--- config.mk ---
export PLATFORM = sky130hd
export DESIGN_NAME = eu_result_buffer
export DESIGN_NICKNAME = d
export VERILOG_FILES = /design/src/len5_pkg.sv /design/src/expipe_pkg.sv /design/src/eu_result_buffer.sv
export SDC_FILE = /design/constraint.sdc
export NUM_CORES = 1
export LEC_CHECK = 0
export BUFFER_PORTS_ARGS = -buffer_cell sky130_fd_sc_hd__buf_2
export CELL_PAD_IN_SITES_DETAIL_PLACEMENT = 1
export CELL_PAD_IN_SITES_GLOBAL_PLACEMENT = 1
export CORE_ASPECT_RATIO = 1.25
export CORE_MARGIN = 5
export CORE_UTILIZATION = 46
export CTS_CLUSTER_SIZE = 8
export DETAILED_ROUTE_END_ITERATION = 8
export GPL_TIMING_DRIVEN = 0
export PLACE_DENSITY_LB_ADDON = 0.25
export SETUP_SLACK_MARGIN = 0.5
export SLEW_MARGIN = 5
export SYNTH_ARGS = -nofsm -noshare
export SYNTH_HDL_FRONTEND = slang
export SYNTH_SLANG_ARGS = --single-unit
export TNS_END_PERCENT = 10
--- constraint.sdc ---
create_clock -name clk_i -period 3.9 [get_ports clk_i]
set_clock_uncertainty 0.05 [all_clocks]
set_input_delay 0 -clock clk_i [delete_from_list [all_inputs] [get_ports clk_i]]
set_output_delay 0 -clock clk_i [all_outputs]
set_load 0.01 [all_outputs]
--- src/len5_pkg.sv ---
// Core-wide word widths, ROB sizing and the exception cause type
`default_nettype none

package len5_pkg;

    // --------------------------------------------------
    // Data path
    // --------------------------------------------------
    // Integer register and data word width
    localparam int unsigned XLEN = 32;

    // --------------------------------------------------
    // Reorder buffer sizing
    // --------------------------------------------------
    // Number of in-flight instructions
    localparam int unsigned ROB_DEPTH = 8;
    // Index width, log2 of ROB_DEPTH
    localparam int unsigned ROB_IDX_LEN = 3;

    // --------------------------------------------------
    // Exceptions
    // --------------------------------------------------
    // Width of the RISC-V exception cause field
    localparam int unsigned EXCEPT_LEN = 5;

    // Cause code as carried on the CDB and at commit
    typedef logic [EXCEPT_LEN-1:0] except_code_t;

endpackage

`default_nettype wire

--- src/expipe_pkg.sv ---
// Execution pipeline constants and the CDB and commit data types
`default_nettype none

package expipe_pkg;

    import len5_pkg::*;

    // --------------------------------------------------
    // Units on the CDB
    // --------------------------------------------------
    // Unit 0 has maximum priority, units 1 to EU_N-1 share round-robin
    localparam int unsigned EU_N = 4;
    // Width of a unit number, holds 0 to EU_N-1
    localparam int unsigned EU_IDX_LEN = $clog2(EU_N);
    // Entries in each result buffer
    localparam int unsigned RES_BUF_DEPTH = 2;

    // --------------------------------------------------
    // CDB value word
    // --------------------------------------------------
    // Exception view, cause in the low bits
    typedef struct packed {
        logic [XLEN-EXCEPT_LEN-1:0] pad;    // Zero from the producing unit
        except_code_t               cause;
    } cdb_except_view_t;

    // Same word, read by except_raised
    typedef union packed {
        logic [XLEN-1:0]  result;
        cdb_except_view_t except;
    } cdb_value_u;

    // --------------------------------------------------
    // Bus and commit payloads
    // --------------------------------------------------
    // One result on the CDB
    typedef struct packed {
        logic [ROB_IDX_LEN-1:0] rob_idx;
        cdb_value_u             value;
        logic                   except_raised;
    } cdb_data_t;

    // Head entry leaving the ROB
    typedef struct packed {
        logic [ROB_IDX_LEN-1:0] rob_idx;
        cdb_value_u             value;
        logic                   except_raised;
    } commit_data_t;

endpackage

`default_nettype wire

--- src/eu_result_buffer.sv ---
// Small FIFO that holds one execution unit's results until the CDB serves them
`timescale 1ns/1ps
`default_nettype none

module eu_result_buffer (
    input  logic                  clk_i,
    input  logic                  rst_n_i,
    input  logic                  flush_i,

    // From the execution unit
    input  logic                  eu_valid_i,
    output logic                  eu_ready_o,
    input  expipe_pkg::cdb_data_t eu_data_i,

    // To the CDB
    output logic                  cdb_valid_o,
    input  logic                  cdb_ready_i,
    output expipe_pkg::cdb_data_t cdb_data_o
);

    import expipe_pkg::*;

    localparam int unsigned PTR_LEN = (RES_BUF_DEPTH > 1) ? $clog2(RES_BUF_DEPTH) : 1;
    localparam int unsigned CNT_LEN = $clog2(RES_BUF_DEPTH + 1);

    // Storage and pointers
    cdb_data_t          buf_mem [RES_BUF_DEPTH];
    logic [PTR_LEN-1:0] rd_ptr;
    logic [PTR_LEN-1:0] wr_ptr;
    logic [CNT_LEN-1:0] count;

    logic push;
    logic pop;

    // Handshakes
    assign eu_ready_o  = (count != CNT_LEN'(RES_BUF_DEPTH));
    assign cdb_valid_o = (count != '0);
    assign push        = eu_valid_i & eu_ready_o;
    assign pop         = cdb_valid_o & cdb_ready_i;

    // Oldest entry always on the output
    assign cdb_data_o = buf_mem[rd_ptr];

    // --------------------------------------------------
    // Pointers and occupancy
    // --------------------------------------------------
    always_ff @(posedge clk_i) begin
        if (!rst_n_i || flush_i) begin
            rd_ptr <= '0;
            wr_ptr <= '0;
            count  <= '0;
        end else begin
            if (push) begin
                wr_ptr <= (wr_ptr == PTR_LEN'(RES_BUF_DEPTH - 1)) ? '0 : wr_ptr + 1'b1;
            end
            if (pop) begin
                rd_ptr <= (rd_ptr == PTR_LEN'(RES_BUF_DEPTH - 1)) ? '0 : rd_ptr + 1'b1;
            end
            // Push and pop together leave the count as is
            count <= count + CNT_LEN'(push) - CNT_LEN'(pop);
        end
    end

    // Payload only
    always_ff @(posedge clk_i) begin
        if (push) begin
            buf_mem[wr_ptr] <= eu_data_i;
        end
    end

endmodule

`default_nettype wire

-- Word level (Yosys, flattened, before mapping)
Memories as Yosys holds them, arrays and structs flattened. A register that Yosys moved wholly into a read port is not among the register bits.
Cells that the tools add are included.
- register bits after elaboration: 4
- memories kept: 1
- logic and storage cells: 20
- input bits: 41
- memory bits (writable): 72
- output and inout bits: 38
- memory list (memory ; depth ; width ; read ports ; clocked after memory_dff ; write ports ; RTL line ; RTL):
    buf_mem ; 2 ; 36 ; 1 ; 1 ; 1 ; eu_result_buffer.sv:27 ; cdb_data_t buf_mem [RES_BUF_DEPTH];
- add/subtract/negate cells: 4
- reduce and logical (&&, ||, !) cells: 3
- multiplexer cells: 6
- equal/unequal tests: 1
- bitwise operators: 2
- operators by type and width (kind ; count):
    2-to-1 mux 1 bit ; 6
    adder 1 bit (second input constant) ; 2
    adder 2 x 1 -> 2 bit ; 1
    bitwise AND 1 bit ; 2
    != test 2 bit (second input constant) ; 1
    nonzero test 2 bit ; 1
    subtractor 2 x 1 -> 2 bit ; 1
    logical NOT 1 bit ; 1
    logical OR 1 bit ; 1

-- Depth between registers and ports, before layout
- word-level depth: 4
- gate-level depth with buffers: 6
- depth with buffers taken out: 6

-- Worst setup path before layout
No wires, ideal clock.
- path kind: flip-flop to flip-flop
- from: register count[0]
- to: memory buf_mem[1][0] in the netlist's numbering (enable)
- cell stages (with the launch flop): 3
- arrival time: 1.521 ns
- clock period less this slack: 1.968 ns
- library setup time: 0.397 ns
- data required time: 3.453 ns
- buffers on the path: 0
- path slack: 1.932 ns
- cell sequence: dfxtp_1 > nand2b_4 > and3_1
- cells in the longest elaborated chain, start to end: 4
- ends and longest elaborated chain (element ; RTL line ; RTL):
    start, declared ; eu_result_buffer.sv:30 ; logic [CNT_LEN-1:0] count;
    start signal, assigned ; eu_result_buffer.sv:60 ; count <= count + CNT_LEN'(push) - CNT_LEN'(pop);
    != test 2 bit ; eu_result_buffer.sv:36 ; assign eu_ready_o = (count != CNT_LEN'(RES_BUF_DEPTH));
    via eu_ready_o ; eu_result_buffer.sv:12 ; output logic eu_ready_o,
    bitwise AND 1 bit ; eu_result_buffer.sv:38 ; assign push = eu_valid_i & eu_ready_o;
    2-to-1 mux 1 bit ; eu_result_buffer.sv:66 ; if (push) begin
    2-to-1 mux 1 bit (implied by the code) ; eu_result_buffer.sv:67 ; buf_mem[wr_ptr] <= eu_data_i;
    end, declared ; eu_result_buffer.sv:27 ;
The timed path passes the listed nets, and every way through them passes these cells.

-- Worst setup path after layout
- from: register count[1]
- to: register count[1]
- cells in the longest elaborated chain, start to end: 4
- elaborated cells between the ends (all ways): 6
- classes of those cells: add/sub: 2; eq/ne: 1; bitwise: 2; reduce/logical: 1
- ends and longest elaborated chain (element ; RTL line):
    != test 2 bit ; eu_result_buffer.sv:36
    bitwise AND 1 bit ; eu_result_buffer.sv:38
    adder 2 x 1 -> 2 bit ; eu_result_buffer.sv:60
    subtractor 2 x 1 -> 2 bit * ; eu_result_buffer.sv:60
Mark *: on every way between the ends. The rest lies on a longest branch, timed or not.
A chain may end at the register's enable or synchronous reset.

==> results.py <==
metrics = {
    "synthesis": {
        "postSynthAreaPerCell_sq_um": 20.2,
        "synth_seq_cells": 77,
        "syn_inst": 143,
        "seq_area_frac_synth_pct": 78.4,
        "netlist_area_sq_mm": 0.00288,
        "ys_warn_count": 0,
        "syn-num-nets": 185,
        "ys_types": 25,
    },
    "grt": {
        "grt_use_met1_pct": 16.6,
        "use_met2_pct": 28.0,
        "grt_use_met3_pct": 4.39,
        "grt_usage_pct": 15.8,
        "grt_remaining_overflow": 0,
        "grt_max_degree": 37,
        "grt_pass1_vias": 1947,
        "top_usage_layer": "met2",
        "antenna_found_initial": 0,
        "grt_pass1_wl_microns": 9270,
    },
    "power": {
        "p_sw_mw": 0.353,
        "power_frac_seq_pct": 54.7,
        "report.power.total_mw": 1.74,
        "peakVddDrop_mv": 0.286,
        "swShare_pct": 20.3,
        "clockPowerShare_pct": 36.1,
        "power_frac_comb_pct": 9.2,
        "powerDensity_mw_per_mm2": 434,
        "internal_power_mw": 1.39,
        "leakagePower_nw": 1.54,
    },
    "timing": {
        "finalCriticalPeriod_ps": 1980,
        "slew_headroom_pct": 45.7,
        "timing.fmax_ghz": 0.506,
        "setup_viol": 0,
        "drv_slew": 0,
        "period_share_pct": 50.7,
        "fin_ws_ps": 1920,
        "rsz0062_at_grt": "false",
        "finalSetupTns_ps": 0,
        "hold_viol_final": 0,
        "worstMarginPinSlew_ps": 813,
    },
    "die": {
        "start_util_pct": 47.1,
        "row_count": 32,
        "die_x_microns": 80.8,
        "dieArea_sq_mm": 0.00796,
        "core_sq_mm": 0.00613,
        "fp.dieH_microns": 98.5,
        "ios": 79,
    },
    "setup_path": {
        "cp-end-kind": "flop",
        "crit_family": "buffers and inverters",
        "cp.arrival_ps": 2210,
        "worst-path-max-fanout": 7,
        "crit_slowest_cell": "dlygate4sd3_1",
        "critical_path_required_ps": 4130,
        "max_stage_delay_ps": 550,
        "path_buf_inv": 1,
        "cp-start-kind": "flop",
        "path_class": "reg2reg",
        "crit_chain": "nor2b_1 > a211oi_1 > nor2_1 > ha_1 > nand2b_1 > mux2i_1 > dlygate4sd3_1",
    },
    "clocking": {
        "cts_sinks": 77,
        "cts_tree": "built",
        "clk_latency_ps": 330,
        "post_cts_buffers": 0,
        "clk_pin_slew_ps": 70,
        "htreeDepth": 3,
        "cts.path.max_buffers": 2,
        "cts_made_buffers": 9,
        "cts_root_buf": "clkbuf_8",
    },
    "outcome": {
        "status": "completed",
    },
    "final_layout": {
        "num_antenna_cells": 0,
        "nets": 315,
        "drive_gt1_share_pct": 49.6,
        "final_area_sq_mm": 0.00401,
        "syn_to_final_growth_pct": 39.0,
        "final_util_pct": 65.4,
        "fill_cells": 577,
    },
    "drt": {
        "via_count": 1708,
        "ant_nets": 0,
        "first_pass_iters": 4,
        "drt_iter0_drc": 74,
        "viasPerCell": 4.71,
        "post-route-drc-count": 0,
        "wl_per_cell_microns": 15.9,
        "wirelength_microns": 5770,
    },
    "placement": {
        "dpl_worst_slack_ps": 2100,
        "io_buffers": 78,
        "dp.final_hpwl_microns": 3570,
        "place_area_sq_mm": 0.00340,
        "place_congestion": 0.671,
    },
    "flow_run": {
        "drv_cap": 0,
    },
    "worst_hold_path": {
        "min_path_type": "in2reg",
    },
}
[final timing paths]
check | from | endpoint | slack [ps] | cells after the start
worst max-delay path | count[1]$_SDFF_PP0_ | count[1]$_SDFF_PP0_ | 1920 | 7
worst min register to register | rd_ptr$_SDFFE_PP0P_ | rd_ptr$_SDFFE_PP0P_ | 490 | 2
worst max register to register | count[1]$_SDFF_PP0_ | count[1]$_SDFF_PP0_ | 1920 | 7
worst min-delay path | cdb_ready_i | rd_ptr$_SDFFE_PP0P_ | 70 | 4
[kinds of logic after synthesis]
group,Yosys count,share of synthesized area [%]
flip-flops,77,78.4
multiplexers,37,14.4
AND/OR/NAND/NOR,15,3.08
AO/OA/AOI/OAI,7,1.78
buffers and inverters,5,1.56
XOR/XNOR,1,0.304
adder cells (fa/ha/maj),1,0.434
[cell type report]
class                      instances  area [sq um]  area share, %
inverter                           1          3.75         0.0936
buffer                             4          41.3           1.03
tap                               85           106           2.65
clock inverter                     5          75.1           1.87
sequential                        77          2260           56.4
multi-input combinational         61           578           14.4
clock buffer                      11           131           3.28
timing repair buffer             119           811           20.2
[worst reg2reg max path: stages, from the launching register on]
cell and delay (ps):
dfxtp_1 480, nor2b_1 80, a211oi_1 240, nor2_1 80, ha_1 190, nand2b_1 140, mux2i_1 120, dlygate4sd3_1 550
[through the flow]
step                hold WS [ps]  std cells
global route                78.5        363
finish                      73.6        363
global placement             138        306
CTS                         62.7        363
floorplan                   48.9        143
detailed placement           142        307
[cells in the final DEF, fill, tap and decap left out]
| cell | count |
|---|---|
| and3_2 | 1 |
| bufinv_16 | 2 |
| buf_4 | 1 |
| a211oi_1 | 1 |
| buf_6 | 3 |
| o21ai_0 | 2 |
| mux2_2 | 36 |
| nand2_1 | 1 |
| edfxtp_1 | 72 |
| nand3_1 | 1 |
| a21bo_2 | 1 |
| a21oi_1 | 1 |
| nor2b_1 | 2 |
| or2_2 | 1 |
| mux2i_1 | 1 |
| nand3b_1 | 1 |
| nor2_1 | 4 |
| dlygate4sd3_1 | 40 |
| nand2b_4 | 1 |
| ha_1 | 1 |
| a32oi_1 | 1 |
| and2_1 | 1 |
| clkbuf_1 | 2 |
| inv_2 | 1 |
| buf_2 | 78 |
| buf_12 | 1 |
| xor2_1 | 1 |
| clkbuf_8 | 9 |
| nand2b_1 | 2 |
| clkinv_2 | 3 |
| a21bo_1 | 1 |
| dfxtp_1 | 5 |
[synthesized netlist by cell type]
| master | count | area (sq um) |
|---|---|---|
| a32oi_1 | 1 | 8.76 |
| mux2i_1 | 1 | 10.0 |
| dfxtp_1 | 5 | 100 |
| mux2_2 | 36 | 405 |
| buf_6 | 3 | 33.8 |
| nor2b_1 | 2 | 12.5 |
| nand2_1 | 1 | 3.75 |
| xor2_1 | 1 | 8.76 |
| nand3_1 | 1 | 5.00 |
| buf_4 | 1 | 7.51 |
| a21oi_1 | 1 | 5.00 |
| nand2b_1 | 2 | 12.5 |
| and2_1 | 1 | 6.26 |
| and3_1 | 1 | 6.26 |
| or2_2 | 1 | 6.26 |
| nor2_1 | 4 | 15.0 |
| inv_1 | 1 | 3.75 |
| o21ai_0 | 2 | 10.0 |
| edfxtp_1 | 72 | 2160 |
| nand2b_4 | 1 | 13.8 |
| ha_1 | 1 | 12.5 |
| a211oi_1 | 1 | 7.51 |
| a21bo_1 | 1 | 10.0 |
| a21bo_2 | 1 | 10.0 |
| nand3b_1 | 1 | 7.51 |
[flip-flops by register name, indices dropped and copies added, names as in the netlist, named ones only]
name and count:
buf_mem 72, count 2, rd_ptr 1, wr_ptr 1
[per-layer routing]
metal	vias up	share of wire, %
li1	814	-
met1	834	40
met2	49	53
met3	11	5.0
met4	0	2.2
met5	-	0
[power by group through the flow]
stage	clock network (mW)	logic [mW]	registers (mW)
2_1_floorplan	0	0.0661	0.968
4_1_cts	0.637	0.162	0.952
3_3_place_gp	0	0.125	0.969
6_report	0.629	0.160	0.952
5_1_grt	0.687	0.175	0.954
3_5_place_dp	0	0.130	0.971
[repair_timing]
item / CTS / global route
gates resized for setup: 0 / 0
hold buffers: 40 / 0
hold endpoints to repair: 77 / 0
Power figures use the tool's default switching activity.
