## src/len5_pkg.sv

```systemverilog
// Core-wide word widths, ROB sizing and the exception cause type
`default_nettype none

package len5_pkg;

    // --------------------------------------------------
    // Data path
    // --------------------------------------------------
    // Integer register and data word width
    localparam int unsigned XLEN = 32;

    // --------------------------------------------------
    // Reorder buffer sizing
    // --------------------------------------------------
    // Number of in-flight instructions
    localparam int unsigned ROB_DEPTH = 8;
    // Index width, log2 of ROB_DEPTH
    localparam int unsigned ROB_IDX_LEN = 3;

    // --------------------------------------------------
    // Exceptions
    // --------------------------------------------------
    // Width of the RISC-V exception cause field
    localparam int unsigned EXCEPT_LEN = 5;

    // Cause code as carried on the CDB and at commit
    typedef logic [EXCEPT_LEN-1:0] except_code_t;

endpackage

`default_nettype wire

```

## src/expipe_pkg.sv

```systemverilog
// Execution pipeline constants and the CDB and commit data types
`default_nettype none

package expipe_pkg;

    import len5_pkg::*;

    // --------------------------------------------------
    // Units on the CDB
    // --------------------------------------------------
    // Unit 0 has maximum priority, units 1 to EU_N-1 share round-robin
    localparam int unsigned EU_N = 4;
    // Width of a unit number, holds 0 to EU_N-1
    localparam int unsigned EU_IDX_LEN = $clog2(EU_N);
    // Entries in each result buffer
    localparam int unsigned RES_BUF_DEPTH = 2;

    // --------------------------------------------------
    // CDB value word
    // --------------------------------------------------
    // Exception view, cause in the low bits
    typedef struct packed {
        logic [XLEN-EXCEPT_LEN-1:0] pad;    // Zero from the producing unit
        except_code_t               cause;
    } cdb_except_view_t;

    // Same word, read by except_raised
    typedef union packed {
        logic [XLEN-1:0]  result;
        cdb_except_view_t except;
    } cdb_value_u;

    // --------------------------------------------------
    // Bus and commit payloads
    // --------------------------------------------------
    // One result on the CDB
    typedef struct packed {
        logic [ROB_IDX_LEN-1:0] rob_idx;
        cdb_value_u             value;
        logic                   except_raised;
    } cdb_data_t;

    // Head entry leaving the ROB
    typedef struct packed {
        logic [ROB_IDX_LEN-1:0] rob_idx;
        cdb_value_u             value;
        logic                   except_raised;
    } commit_data_t;

endpackage

`default_nettype wire

```

## src/rob.sv

```systemverilog
// Reorder buffer, in-order allocation, out-of-order completion, in-order commit
`timescale 1ns/1ps
`default_nettype none

module rob (
    input  logic                               clk_i,
    input  logic                               rst_n_i,
    input  logic                               flush_i,

    // Allocation from the issue stage
    input  logic                               alloc_valid_i,
    output logic                               alloc_ready_o,
    output logic [len5_pkg::ROB_IDX_LEN-1:0]   alloc_idx_o,

    // Write-back from the CDB
    input  logic                               cdb_valid_i,
    output logic                               cdb_ready_o,
    input  expipe_pkg::cdb_data_t              cdb_data_i,

    // Commit of the head entry
    output logic                               commit_valid_o,
    input  logic                               commit_ready_i,
    output expipe_pkg::commit_data_t           commit_data_o
);

    import len5_pkg::*;
    import expipe_pkg::*;

    // --------------------------------------------------
    // State
    // --------------------------------------------------
    // Per-entry control bits
    logic [ROB_DEPTH-1:0]   busy;
    logic [ROB_DEPTH-1:0]   done;

    // Result store, one port shared by commit and write-back
    cdb_value_u             value_mem [ROB_DEPTH];
    logic                   except_mem [ROB_DEPTH];

    // Pointers wrap by overflow, depth is a power of two
    logic [ROB_IDX_LEN-1:0] head;
    logic [ROB_IDX_LEN-1:0] tail;
    logic [ROB_IDX_LEN:0]   count;

    logic alloc_xfer;
    logic wb_xfer;
    logic commit_xfer;

    // --------------------------------------------------
    // Handshakes
    // --------------------------------------------------
    assign alloc_ready_o  = (count != (ROB_IDX_LEN+1)'(ROB_DEPTH));
    assign alloc_idx_o    = tail;
    assign commit_valid_o = busy[head] & done[head];
    assign commit_xfer    = commit_valid_o & commit_ready_i;
    // Store port belongs to commit in a commit cycle
    assign cdb_ready_o    = ~commit_xfer;

    assign alloc_xfer = alloc_valid_i & alloc_ready_o;
    assign wb_xfer    = cdb_valid_i & cdb_ready_o;

    // Head entry straight out
    assign commit_data_o.rob_idx       = head;
    assign commit_data_o.value         = value_mem[head];
    assign commit_data_o.except_raised = except_mem[head];

    // --------------------------------------------------
    // Control
    // --------------------------------------------------
    always_ff @(posedge clk_i) begin
        if (!rst_n_i || flush_i) begin
            busy  <= '0;
            done  <= '0;
            head  <= '0;
            tail  <= '0;
            count <= '0;
        end else begin
            // Completion in any order, only for live entries
            if (wb_xfer && busy[cdb_data_i.rob_idx]) begin
                done[cdb_data_i.rob_idx] <= 1'b1;
            end
            // Retire the head
            if (commit_xfer) begin
                busy[head] <= 1'b0;
                done[head] <= 1'b0;
                head       <= head + 1'b1;
            end
            // New entry at the tail, not done yet
            if (alloc_xfer) begin
                busy[tail] <= 1'b1;
                done[tail] <= 1'b0;
                tail       <= tail + 1'b1;
            end
            count <= count + (ROB_IDX_LEN+1)'(alloc_xfer) - (ROB_IDX_LEN+1)'(commit_xfer);
        end
    end

    // --------------------------------------------------
    // Result store
    // --------------------------------------------------
    always_ff @(posedge clk_i) begin
        if (wb_xfer) begin
            value_mem[cdb_data_i.rob_idx]  <= cdb_data_i.value;
            except_mem[cdb_data_i.rob_idx] <= cdb_data_i.except_raised;
        end
    end

endmodule

`default_nettype wire

```

## config.mk

```make
export PLATFORM = sky130hd
export DESIGN_NAME = rob
export DESIGN_NICKNAME = d
export VERILOG_FILES = /design/src/len5_pkg.sv /design/src/expipe_pkg.sv /design/src/rob.sv
export SDC_FILE = /design/constraint.sdc
export NUM_CORES = 1
export LEC_CHECK = 0
export BUFFER_PORTS_ARGS = -buffer_cell sky130_fd_sc_hd__buf_2
export CORE_MARGIN = 1.5
export CORE_UTILIZATION = 30
export DETAILED_ROUTE_END_ITERATION = 16
export PLACE_DENSITY = 0.46
export SLEW_MARGIN = 25
export SYNTH_ARGS = -nofsm -noshare
export SYNTH_HDL_FRONTEND = slang
export SYNTH_SLANG_ARGS = --single-unit
```

## constraint.sdc

```tcl
create_clock -name clk_i -period 7.3 [get_ports clk_i]
set_input_delay 1.46 -clock clk_i [delete_from_list [all_inputs] [get_ports clk_i]]
set_output_delay 1.46 -clock clk_i [all_outputs]
set_load 0.01 [all_outputs]
```

# == Word-level counts from Yosys, hierarchy flattened ==
# Memories as Yosys holds them, arrays and structs flattened. A register that Yosys moved wholly into a read port is not among the register bits.
# Cells that the tools add are included.
# word_totals
reg_bits,26
ram_bits,264
inputBits,42
word_cells,62
n_memories,2
# mem_list
memory,depth,word_bits,read_ports,rd_clocked_by_memory_dff,write_ports,line_no,text
value_mem,8,32,1,1,1,rob.sv:37,cdb_value_u value_mem [ROB_DEPTH];
except_mem,8,1,1,1,1,rob.sv:38,logic except_mem [ROB_DEPTH];
# classes
addsub,4
magnitude_cmp,6
n_eq_ne,1
n_mux,26
n_bitwise,12
n_reduce_logical,6
# ops
op,n
8-bit 2-to-1 mux,8
8-bit bitwise AND,3
8-bit inverter,2
8-bit bitwise OR,2
"3-bit by 4-bit < comparator with 1-bit output, second input constant",3
3-bit 2-to-1 mux,4
1-bit binary-select mux with 3-bit select,3
1-bit demux with 3-bit select,3
"3-bit by 1-bit >= comparator with 1-bit output, second input constant",3
1-bit 2-to-1 mux,8
"3-bit by 1-bit adder with 3-bit output, second input constant",2
4-bit by 1-bit adder with 4-bit output,1
1-bit bitwise AND,4
1-bit logical AND,4
"4-bit != test, second input constant",1
4-bit by 1-bit subtractor with 4-bit output,1
1-bit zero test,1
1-bit logical OR,1
1-bit inverter,1

# == Logic depth before layout (Yosys ltp) ==
# Gate-level depths: netlist (run 1).
# logic_depth
depth_word,14
mapped_depth,13
ltp_nobuf,12

# == Least setup slack after synthesis (run 1) ==
# OpenSTA, ideal clock, no wires.
# synth_path
path_type,input to register
startpoint,input commit_ready_i
endpoint,"memory except_mem[0], enable pin"
arrival_ps,4953
t_required_ps,6794
setup_slack_ps,1842
cell_stages,3
path_buffers,0
cell_sequence,o2111ai_2 nand2_2 nor4_1
# synth_between
elab_chain_len,5
# synth_lines
element,line_no,text
start: declaration,rob.sv:22,"input logic commit_ready_i,"
1-bit bitwise AND,rob.sv:55,assign commit_xfer = commit_valid_o & commit_ready_i;
1-bit inverter,rob.sv:57,assign cdb_ready_o = ~commit_xfer;
1-bit bitwise AND,rob.sv:60,assign wb_xfer = cdb_valid_i & cdb_ready_o;
1-bit 2-to-1 mux,rob.sv:102,if (wb_xfer) begin
1-bit 2-to-1 mux (not written as such),rob.sv:104,except_mem[cdb_data_i.rob_idx] <= cdb_data_i.except_raised;
end: declaration,rob.sv:38,
# Every way passes these cells.

# == Final worst setup path (run 1) ==
# layout_path
startpoint,register head[0]
endpoint,output cdb_ready_o
# layout_between
elab_chain_len,5
word_cells_on_any_way,7
cone_classes,mux (4); bitwise (3)
# layout_lines
element,line_no,text
start: declaration,rob.sv:41,logic [ROB_IDX_LEN-1:0] head;
start signal: assignment,rob.sv:86,head <= head + 1'b1;
1-bit binary-select mux with 3-bit select,rob.sv:54,assign commit_valid_o = busy[head] & done[head];
1-bit 2-to-1 mux (not written as such),rob.sv:54,
1-bit bitwise AND (*),rob.sv:54,
1-bit bitwise AND (*),rob.sv:55,
1-bit inverter (*),rob.sv:57,
end: declaration,rob.sv:17,"output logic cdb_ready_o,"
# Every way passes the cells marked *; elsewhere a longest branch is shown, timed or not. The select of a mux whose other input is x is not followed.

==> run_results.csv, run 1 <==
group,metric,value,unit
yosys,ys.warnings.count,0,
sta,finalSetupViolCount,0,
detailed_routing,via_per_inst,4.765,
critical_path,arrival,3.33,ns
placement,hpwlAfterDp,14.88,mm
cells_and_area,final_util,36.25,%
clock_tree,post_cts_buffers,0,
power_and_ir_drop,seqPwrFrac,53.6,%
cells_and_area,finalNetCount,739,
critical_path,rr_worst_depth,11,
clock_tree,numCtsBuffers,35,
detailed_routing,drt-total-wl,25.58,mm
die,fp.dieH,199.5,um
detailed_routing,routed-via-count,5861,
critical_path,rrSetupSlack,3.34,ns
cells_and_area,regArea,8517,um^2
sta,finalHoldViolCount,0,
clock_tree,h-tree-depth,2,
yosys,synth_ff_type,"edfxtp_1",
critical_path,timing.rr.end,"count[3]",
cells_and_area,fill_cells,3573,
worst_hold_path,min-delay-path-class,"flop to flop",
cells_and_area,drive_gt1_share,37.34,%
worst_hold_path,worstHoldStart,"done[1]",
sta,tns,0,ns
grt,antenna_found_initial,5,
placement,gp_congestion,0.8086,
critical_path,startpoint_type,"flop",
critical_path,crit_path_max_fanout,20,
sta,rsz0062_at_grt,"no",
die,die-area,39790,um^2
clock_tree,clk_pin_slew,0.05,ns
yosys,async_reset_ff_share,0,%
clock_tree,cts-root-buf,"clkbuf_16",
sta,fmax,0.2086,GHz
sta,fin_skew,0.01328,ns
sta,finalCriticalPeriod,4.794,ns
yosys,syn_avg_cell_area,19.90,um^2
placement,numPlacedInstances,1162,
power_and_ir_drop,p_comb_share,3.0,%
yosys,ys_seq_elements,293,
critical_path,crit_path_end,"cdb_ready_o",
cells_and_area,multi_input_area,2930,um^2
clock_tree,clk_latency,0.50,ns
clock_tree,clockBufferDepth,3,
job,drv_cap,0,
grt,grt_max_degree,67,
sta,holdWs,0.4723,ns
yosys,synth_edf_count,264,
power_and_ir_drop,pwr_density_cell,257.0,nW/um^2
critical_path,cp.required,5.84,ns
detailed_routing,drc_errors,0,
yosys,synth_area,11580,um^2
clock_tree,cts_tree,"done",
die,die_w,199.5,um
detailed_routing,drtPass1Iterations,4,
cells_and_area,area_growth,18.48,%
yosys,ys_types,53,
detailed_routing,detail_route.wl_per_cell,20.79,um
detailed_routing,ant_nets,0,
grt,grt_usage,13.37,%
power_and_ir_drop,swShare,20.30,%
power_and_ir_drop,ir_worst_vdd,144.8,uV
clock_tree,cts.repair.resized,0,
die,io_pins,84,
cells_and_area,fin_cells,1230,
die,core_area,37840,um^2
critical_path,worst-setup-path-type,"flop to primary output",
die,rows,71,
power_and_ir_drop,p_int,2810,uW
power_and_ir_drop,p_leak,0.004314,uW
clock_tree,cts.sinks,293,
yosys,syn-instance-count,582,
critical_path,critPathLaunch,"head[0]",
grt,grt_overflow,0,
power_and_ir_drop,p_sw,715.9,uW
power_and_ir_drop,clock_power_share,43.3,%
sta,drv_slew,0,
grt,grt_pass1_wl,39.00,mm
die,start_util,30.60,%
detailed_routing,drt_iter0_drc,207,
clock_tree,cts_hold_buffers,0,
grt,first_global_vias,6445,
sta,worst_slew_pin_slew,0.9040,ns
status,status,"finished, final reports clean",
critical_path,end_kind,"primary output",
sta,finalCritPeriodShare,65.68,%
yosys,synth_nets,632,
sta,relSlewSlack,39.61,%
yosys,seq_area_frac_synth,73.47,%
placement,port-buffer-count,83,
critical_path,r2r-start,"head[0]",
flip-flops by register name, indices dropped and copies added, names as in the netlist, named ones only:
register	cells
value_mem	256
count	4
busy	8
alloc_idx_o	3
except_mem	8
head	3
done	8
Yosys cell counts, types with 2 or more instances:
cell / count / area (um^2)
nand3_1: 11 / 55.05
mux2i_1: 2 / 20.02
mux2_2: 34 / 382.9
o31ai_1: 5 / 37.54
clkbuf_1: 15 / 56.30
a21oi_1: 15 / 75.07
or3b_2: 2 / 17.52
a41oi_1: 2 / 17.52
nand2_1: 14 / 52.55
or3_1: 4 / 25.02
buf_2: 9 / 45.04
o21ai_1: 3 / 15.01
xor2_1: 3 / 26.28
nor2_1: 14 / 52.55
o2111ai_1: 3 / 26.28
and2_1: 2 / 12.51
mux4_2: 68 / 1531
o311ai_0: 3 / 26.28
a2111oi_1: 2 / 20.02
ha_1: 7 / 87.58
nand2b_1: 4 / 25.02
inv_1: 12 / 45.04
dfxtp_1: 29 / 580.6
buf_1: 5 / 18.77
nor3_1: 13 / 65.06
nor4_1: 3 / 18.77
o211ai_1: 2 / 15.01
or4_1: 2 / 15.01
o21ai_0: 7 / 35.03
edfxtp_1: 264 / 7928
kinds of logic (layout without fill, tap and decap cells):
logic type / Yosys count / in the layout / synth area share [%]
compound gates: 54 / 54 / 3.533
xor+xnor: 4 / 4 / 0.3026
fa+ha+maj: 8 / 8 / 0.9292
buf+inv: 43 / 176 / 1.588
flops: 293 / 293 / 73.47
mux: 105 / 105 / 16.82
other cells: 0 / 4 / 0
simple gates: 75 / 75 / 3.350
power groups by stage:
stage / Combinational, uW / Clock (uW) / Sequential [uW]
6_report: 106 / 1530 / 1890
5_1_grt: 118 / 1650 / 1890
4_1_cts: 109 / 1580 / 1890
3_5_place_dp: 109 / 0 / 1930
3_3_place_gp: 106 / 0 / 1920
2_1_floorplan: 49.6 / 0 / 1930
per-stage QoR:
step                total power [uW]  instance area, um^2  worst slack, ns
detailed placement              2036                12670            3.095
global placement                2029                12670            3.141
finish                          3526                13720            2.506
CTS                             3579                13680            2.518
floorplan                       1975                11580            1.842
global route                    3663                13710            2.306
worst min path at each step:
stage,to,slack [ns],depth (start not counted)
final,done[1],0.47,2
after CTS,done[3],0.47,2
after detailed placement,done[1],0.47,2
after global routing,done[3],0.49,2
after global placement,done[0],0.46,2
after floorplan,done[0],0.44,2
area by class of cell:
cell class | count | share of cell area (%)
diodes | 4 | 0.07296
clock buffers | 49 | 6.767
clock inverters | 14 | 0.5746
inverters | 12 | 0.3283
multi-input cells | 246 | 21.36
flip-flops and latches | 293 | 62.08
well taps | 511 | 4.660
repair buffers | 101 | 4.159
layout by cell type, fill, tap and decap left out, types with 4 or more instances in the layout:
master / netlist / layout
clkinv_2: 0 / 5
buf_4: 1 / 17
nand2b_1: 4 / 4
mux4_2: 68 / 68
clkbuf_1: 15 / 14
clkbuf_16: 0 / 35
dfxtp_1: 29 / 26
nor3_1: 13 / 7
nor2_1: 14 / 14
ha_1: 7 / 7
clkinv_1: 0 / 5
inv_1: 12 / 12
o21ai_0: 7 / 7
edfxtp_1: 264 / 264
o31ai_1: 5 / 5
a21oi_1: 15 / 15
nor3_2: 0 / 6
nand3_1: 11 / 11
nand2_1: 14 / 14
buf_2: 9 / 83
diode_2: 0 / 4
mux2_2: 34 / 34
or3_1: 4 / 4
worst max-delay path, cell delays in order (launching register included):
cell,delay (ns)
dfxtp_1,0.81
mux2i_2,0.34
a211oi_4,0.14
o311ai_2,0.82
nand2_2,0.44
inv_1,0.12
buf_2,0.14
metal layers:
layer  global-route usage (%)  routed length (um)
met1                    16.60               11040
met2                    23.58               12970
met3                    3.105                1166
met4                    3.147                 382
met5                        0                  17
Power figures use the tool's default switching activity.
==> run 2, diff against run 1 <==
--- a/config.mk
+++ b/config.mk
@@ -5,11 +5,12 @@
 export SDC_FILE = /design/constraint.sdc
 export NUM_CORES = 1
 export LEC_CHECK = 0
+export ABC_AREA = 1
 export BUFFER_PORTS_ARGS = -buffer_cell sky130_fd_sc_hd__buf_2
 export CORE_MARGIN = 1.5
 export CORE_UTILIZATION = 30
 export DETAILED_ROUTE_END_ITERATION = 16
-export PLACE_DENSITY = 0.46
+export PLACE_DENSITY = 0.48
 export SLEW_MARGIN = 25
 export SYNTH_ARGS = -nofsm -noshare
 export SYNTH_HDL_FRONTEND = slang
==> constraint.sdc (replaced) <==
create_clock -name clk_i -period 4 [get_ports clk_i]
set_input_delay 0.8 -clock clk_i [delete_from_list [all_inputs] [get_ports clk_i]]
set_output_delay 0.8 -clock clk_i [all_outputs]
set_load 0.01 [all_outputs]
==> run 2 against run 1 <==
Against the previous run: register-to-register slack lost 2.2 ns; design area grew 4.6%; first-iteration DRC count up 140%; via count grew 40%.
==> run_results.csv, run 2 <==
group,metric,value,unit
sta,rsz0062_at_grt,"no",
detailed_routing,detail_route.wl_per_cell,16.60,um
grt,grt_pass1_wl,45.37,mm
clock_tree,cts.repair.resized,0,
grt,grt_usage,14.05,%
worst_hold_path,min_path_cells,2,
die,die-area,41750,um^2
detailed_routing,met2_length,13.47,mm
detailed_routing,wl_met3,1.242,mm
job,drv_cap,0,
clock_tree,cts-root-buf,"clkbuf_16",
die,rows,73,
status,status,"finished, final reports clean",
critical_path,rrSetupSlack,1.13,ns
cells_and_area,regArea,8513,um^2
clock_tree,clk_pin_slew,0.06,ns
critical_path,end_kind,"primary output",
power_and_ir_drop,pwr_density_cell,474.4,nW/um^2
yosys,syn-instance-count,1112,
critical_path,startpoint_type,"flop",
yosys,synth_top_area_cell,"edfxtp_1",
sta,fmax,0.2856,GHz
detailed_routing,top_layer,"met5",
critical_path,worst-setup-path-type,"flop to primary output",
sta,finalCriticalPeriod,3.502,ns
yosys,seq_area_frac_synth,69.97,%
critical_path,arrival,2.70,ns
critical_path,path_cells,"buf_4 > o21ai_0 > o22ai_1 > nor2_1 > a31oi_1 > buf_2",
cells_and_area,diodes,0,
yosys,ys.warnings.count,0,
grt,antenna_found_initial,3,
detailed_routing,wl_met1,13.65,mm
detailed_routing,drc_errors,0,
cells_and_area,finalNetCount,1242,
cells_and_area,regMostFlops,"value_mem",
detailed_routing,routed-via-count,8189,
placement,dp_slack,0.9432,ns
detailed_routing,drtPass1Iterations,5,
clock_tree,clk_latency,0.53,ns
detailed_routing,drt_iter0_drc,494,
critical_path,rr_worst_depth,9,
critical_path,cpPeakStageDelay,0.69,ns
yosys,synth_nets,1162,
cells_and_area,layout_common_cells,"edfxtp_1 (264), nor2_1 (259), o21ai_0 (148)",
cells_and_area,drive_gt1_share,14.37,%
detailed_routing,drt-total-wl,28.94,mm
placement,port-buffer-count,83,
die,start_util,30.54,%
critical_path,r2r-start,"head[1]",
power_and_ir_drop,p_total,6809,uW
placement,dpl-instance-area,13210,um^2
power_and_ir_drop,p_leak,0.005259,uW
cells_and_area,area_growth,18.04,%
worst_hold_path,min_to,"done[7]",
yosys,synth_common_cells,"nor2_1 (267), edfxtp_1 (264), o21ai_0 (148)",
clock_tree,cts.sinks,293,
sta,worst_slew_pin_slew,0.7124,ns
yosys,synth_area_leaders,"edfxtp_1 (65%), nor2_1 (8.2%), o21ai_0 (6.1%)",
yosys,synth_ff_type,"edfxtp_1",
die,die_w,204.3,um
power_and_ir_drop,ir_worst_vdd,234.0,uV
yosys,async_reset_ff_share,0,%
clock_tree,numCtsBuffers,35,
cells_and_area,fill_cells,4003,
yosys,synth_top_area_share,65.19,%
sta,finalCritPeriodShare,87.55,%
sta,fin_skew,0.02894,ns
critical_path,timing.rr.end,"value_mem[1][9]",
grt,first_global_vias,7945,
die,fp.dieH,204.3,um
sta,relSlewSlack,52.39,%
detailed_routing,via_per_inst,4.698,
sta,setup_ws,0.4982,ns
yosys,syn_avg_cell_area,10.94,um^2
sta,holdWs,0.4709,ns
yosys,synth.most_common_cell,"nor2_1",
detailed_routing,ant_nets,0,
die,io_pins,84,
sta,finalSetupViolCount,0,
worst_hold_path,worstHoldStart,"done[7]",
sta,drv_slew,0,
yosys,ys_seq_elements,293,
cells_and_area,multi_input_area,3174,um^2
yosys,ys_types,30,
placement,hpwlAfterDp,16.69,mm
critical_path,crit_path_max_fanout,42,
clock_tree,cts_hold_buffers,0,
sta,finalHoldViolCount,0,
critical_path,path_buf_inv,2,
critical_path,cp_slowest_cell,"dfxtp_2",
worst_hold_path,min-delay-path-class,"flop to flop",
cells_and_area,final_common_cell,"edfxtp_1",
clock_tree,clockBufferDepth,3,
cells_and_area,largest_reg_flops,256,
yosys,synth_edf_count,264,
critical_path,worst_path_dominant_cell_family,"buffers and inverters",
yosys,synth_area,12160,um^2
die,core_area,39820,um^2
placement,gp_congestion,0.8033,
cells_and_area,design_area,14350,um^2
critical_path,cp.required,3.20,ns
grt,grt_overflow,0,
clock_tree,post_cts_buffers,0,
clock_tree,h-tree-depth,2,
sta,tns,0,ns
clock_tree,cts_tree,"done",
grt,grt_max_degree,57,
-- run 2: cell types whose count changed after synthesis, sizes merged, moves of 32 or more --
cell	delta
clkbuf	+32
a31oi	+32
inv	+60
mux4	-68
mux2	-34
nor2	+255
o21ai	+138
nand2	+123
o22ai	+33
-- run 2: area by class of cell --
type	instances	share of cell area, %
clock inverters	17	1.220
well taps	525	4.576
inverters	74	1.953
flip-flops and latches	293	59.31
clock buffers	46	6.747
multi-input cells	684	22.11
repair buffers	104	4.079
-- run 2: cells by family after synthesis --
| family | synth area share (%) |
|---|---|
| buffers and inverters | 4.424 |
| AOI/OAI and AO/OA | 9.981 |
| DFF | 69.97 |
| and+or+nand+nor | 14.67 |
| adders and majority gates | 0.8848 |
| xor gates and xnor gates | 0.07204 |
-- run 2: worst max-delay path by stage --
stage / slack, ns / depth (start not counted) / startpoint / to
global route: 0.21 / 6 / flop / commit_data_o[16]
global placement: 0.95 / 6 / flop / commit_data_o[16]
CTS: 0.39 / 6 / flop / commit_data_o[16]
detailed placement: 0.94 / 6 / flop / commit_data_o[16]
floorplan: 0.85 / 5 / cdb_data_i[33] / except_mem[7]
finish: 0.50 / 6 / flop / commit_data_o[6]
-- run 2: layer usage --
layer	vias up	track usage, %
li1	4026	-
met5	-	0
met2	139	22.76
met1	3972	19.09
met4	6	4.070
met3	46	2.710
-- run 2: worst min-delay path: stages, from the launching register on --
cell and delay (ns):
dfxtp_1 0.30, inv_1 0.06, a21oi_1 0.06
-- run 2: per-stage QoR --
stage               instances  utilization [%]
floorplan                1112                -
global placement         1680            33.17
detailed placement       1680            33.17
CTS                      1743            36.04
global route             1743            36.04
finish                   1743            36.04
-- run 2: power by group --
part | total [uW] | switching [uW] | internal, uW | leakage, uW
logic | 228 | 162 | 66.6 | 0.00207
registers | 3460 | 22.1 | 3430 | 0.00263
clock network | 3120 | 1220 | 1900 | 0.000553
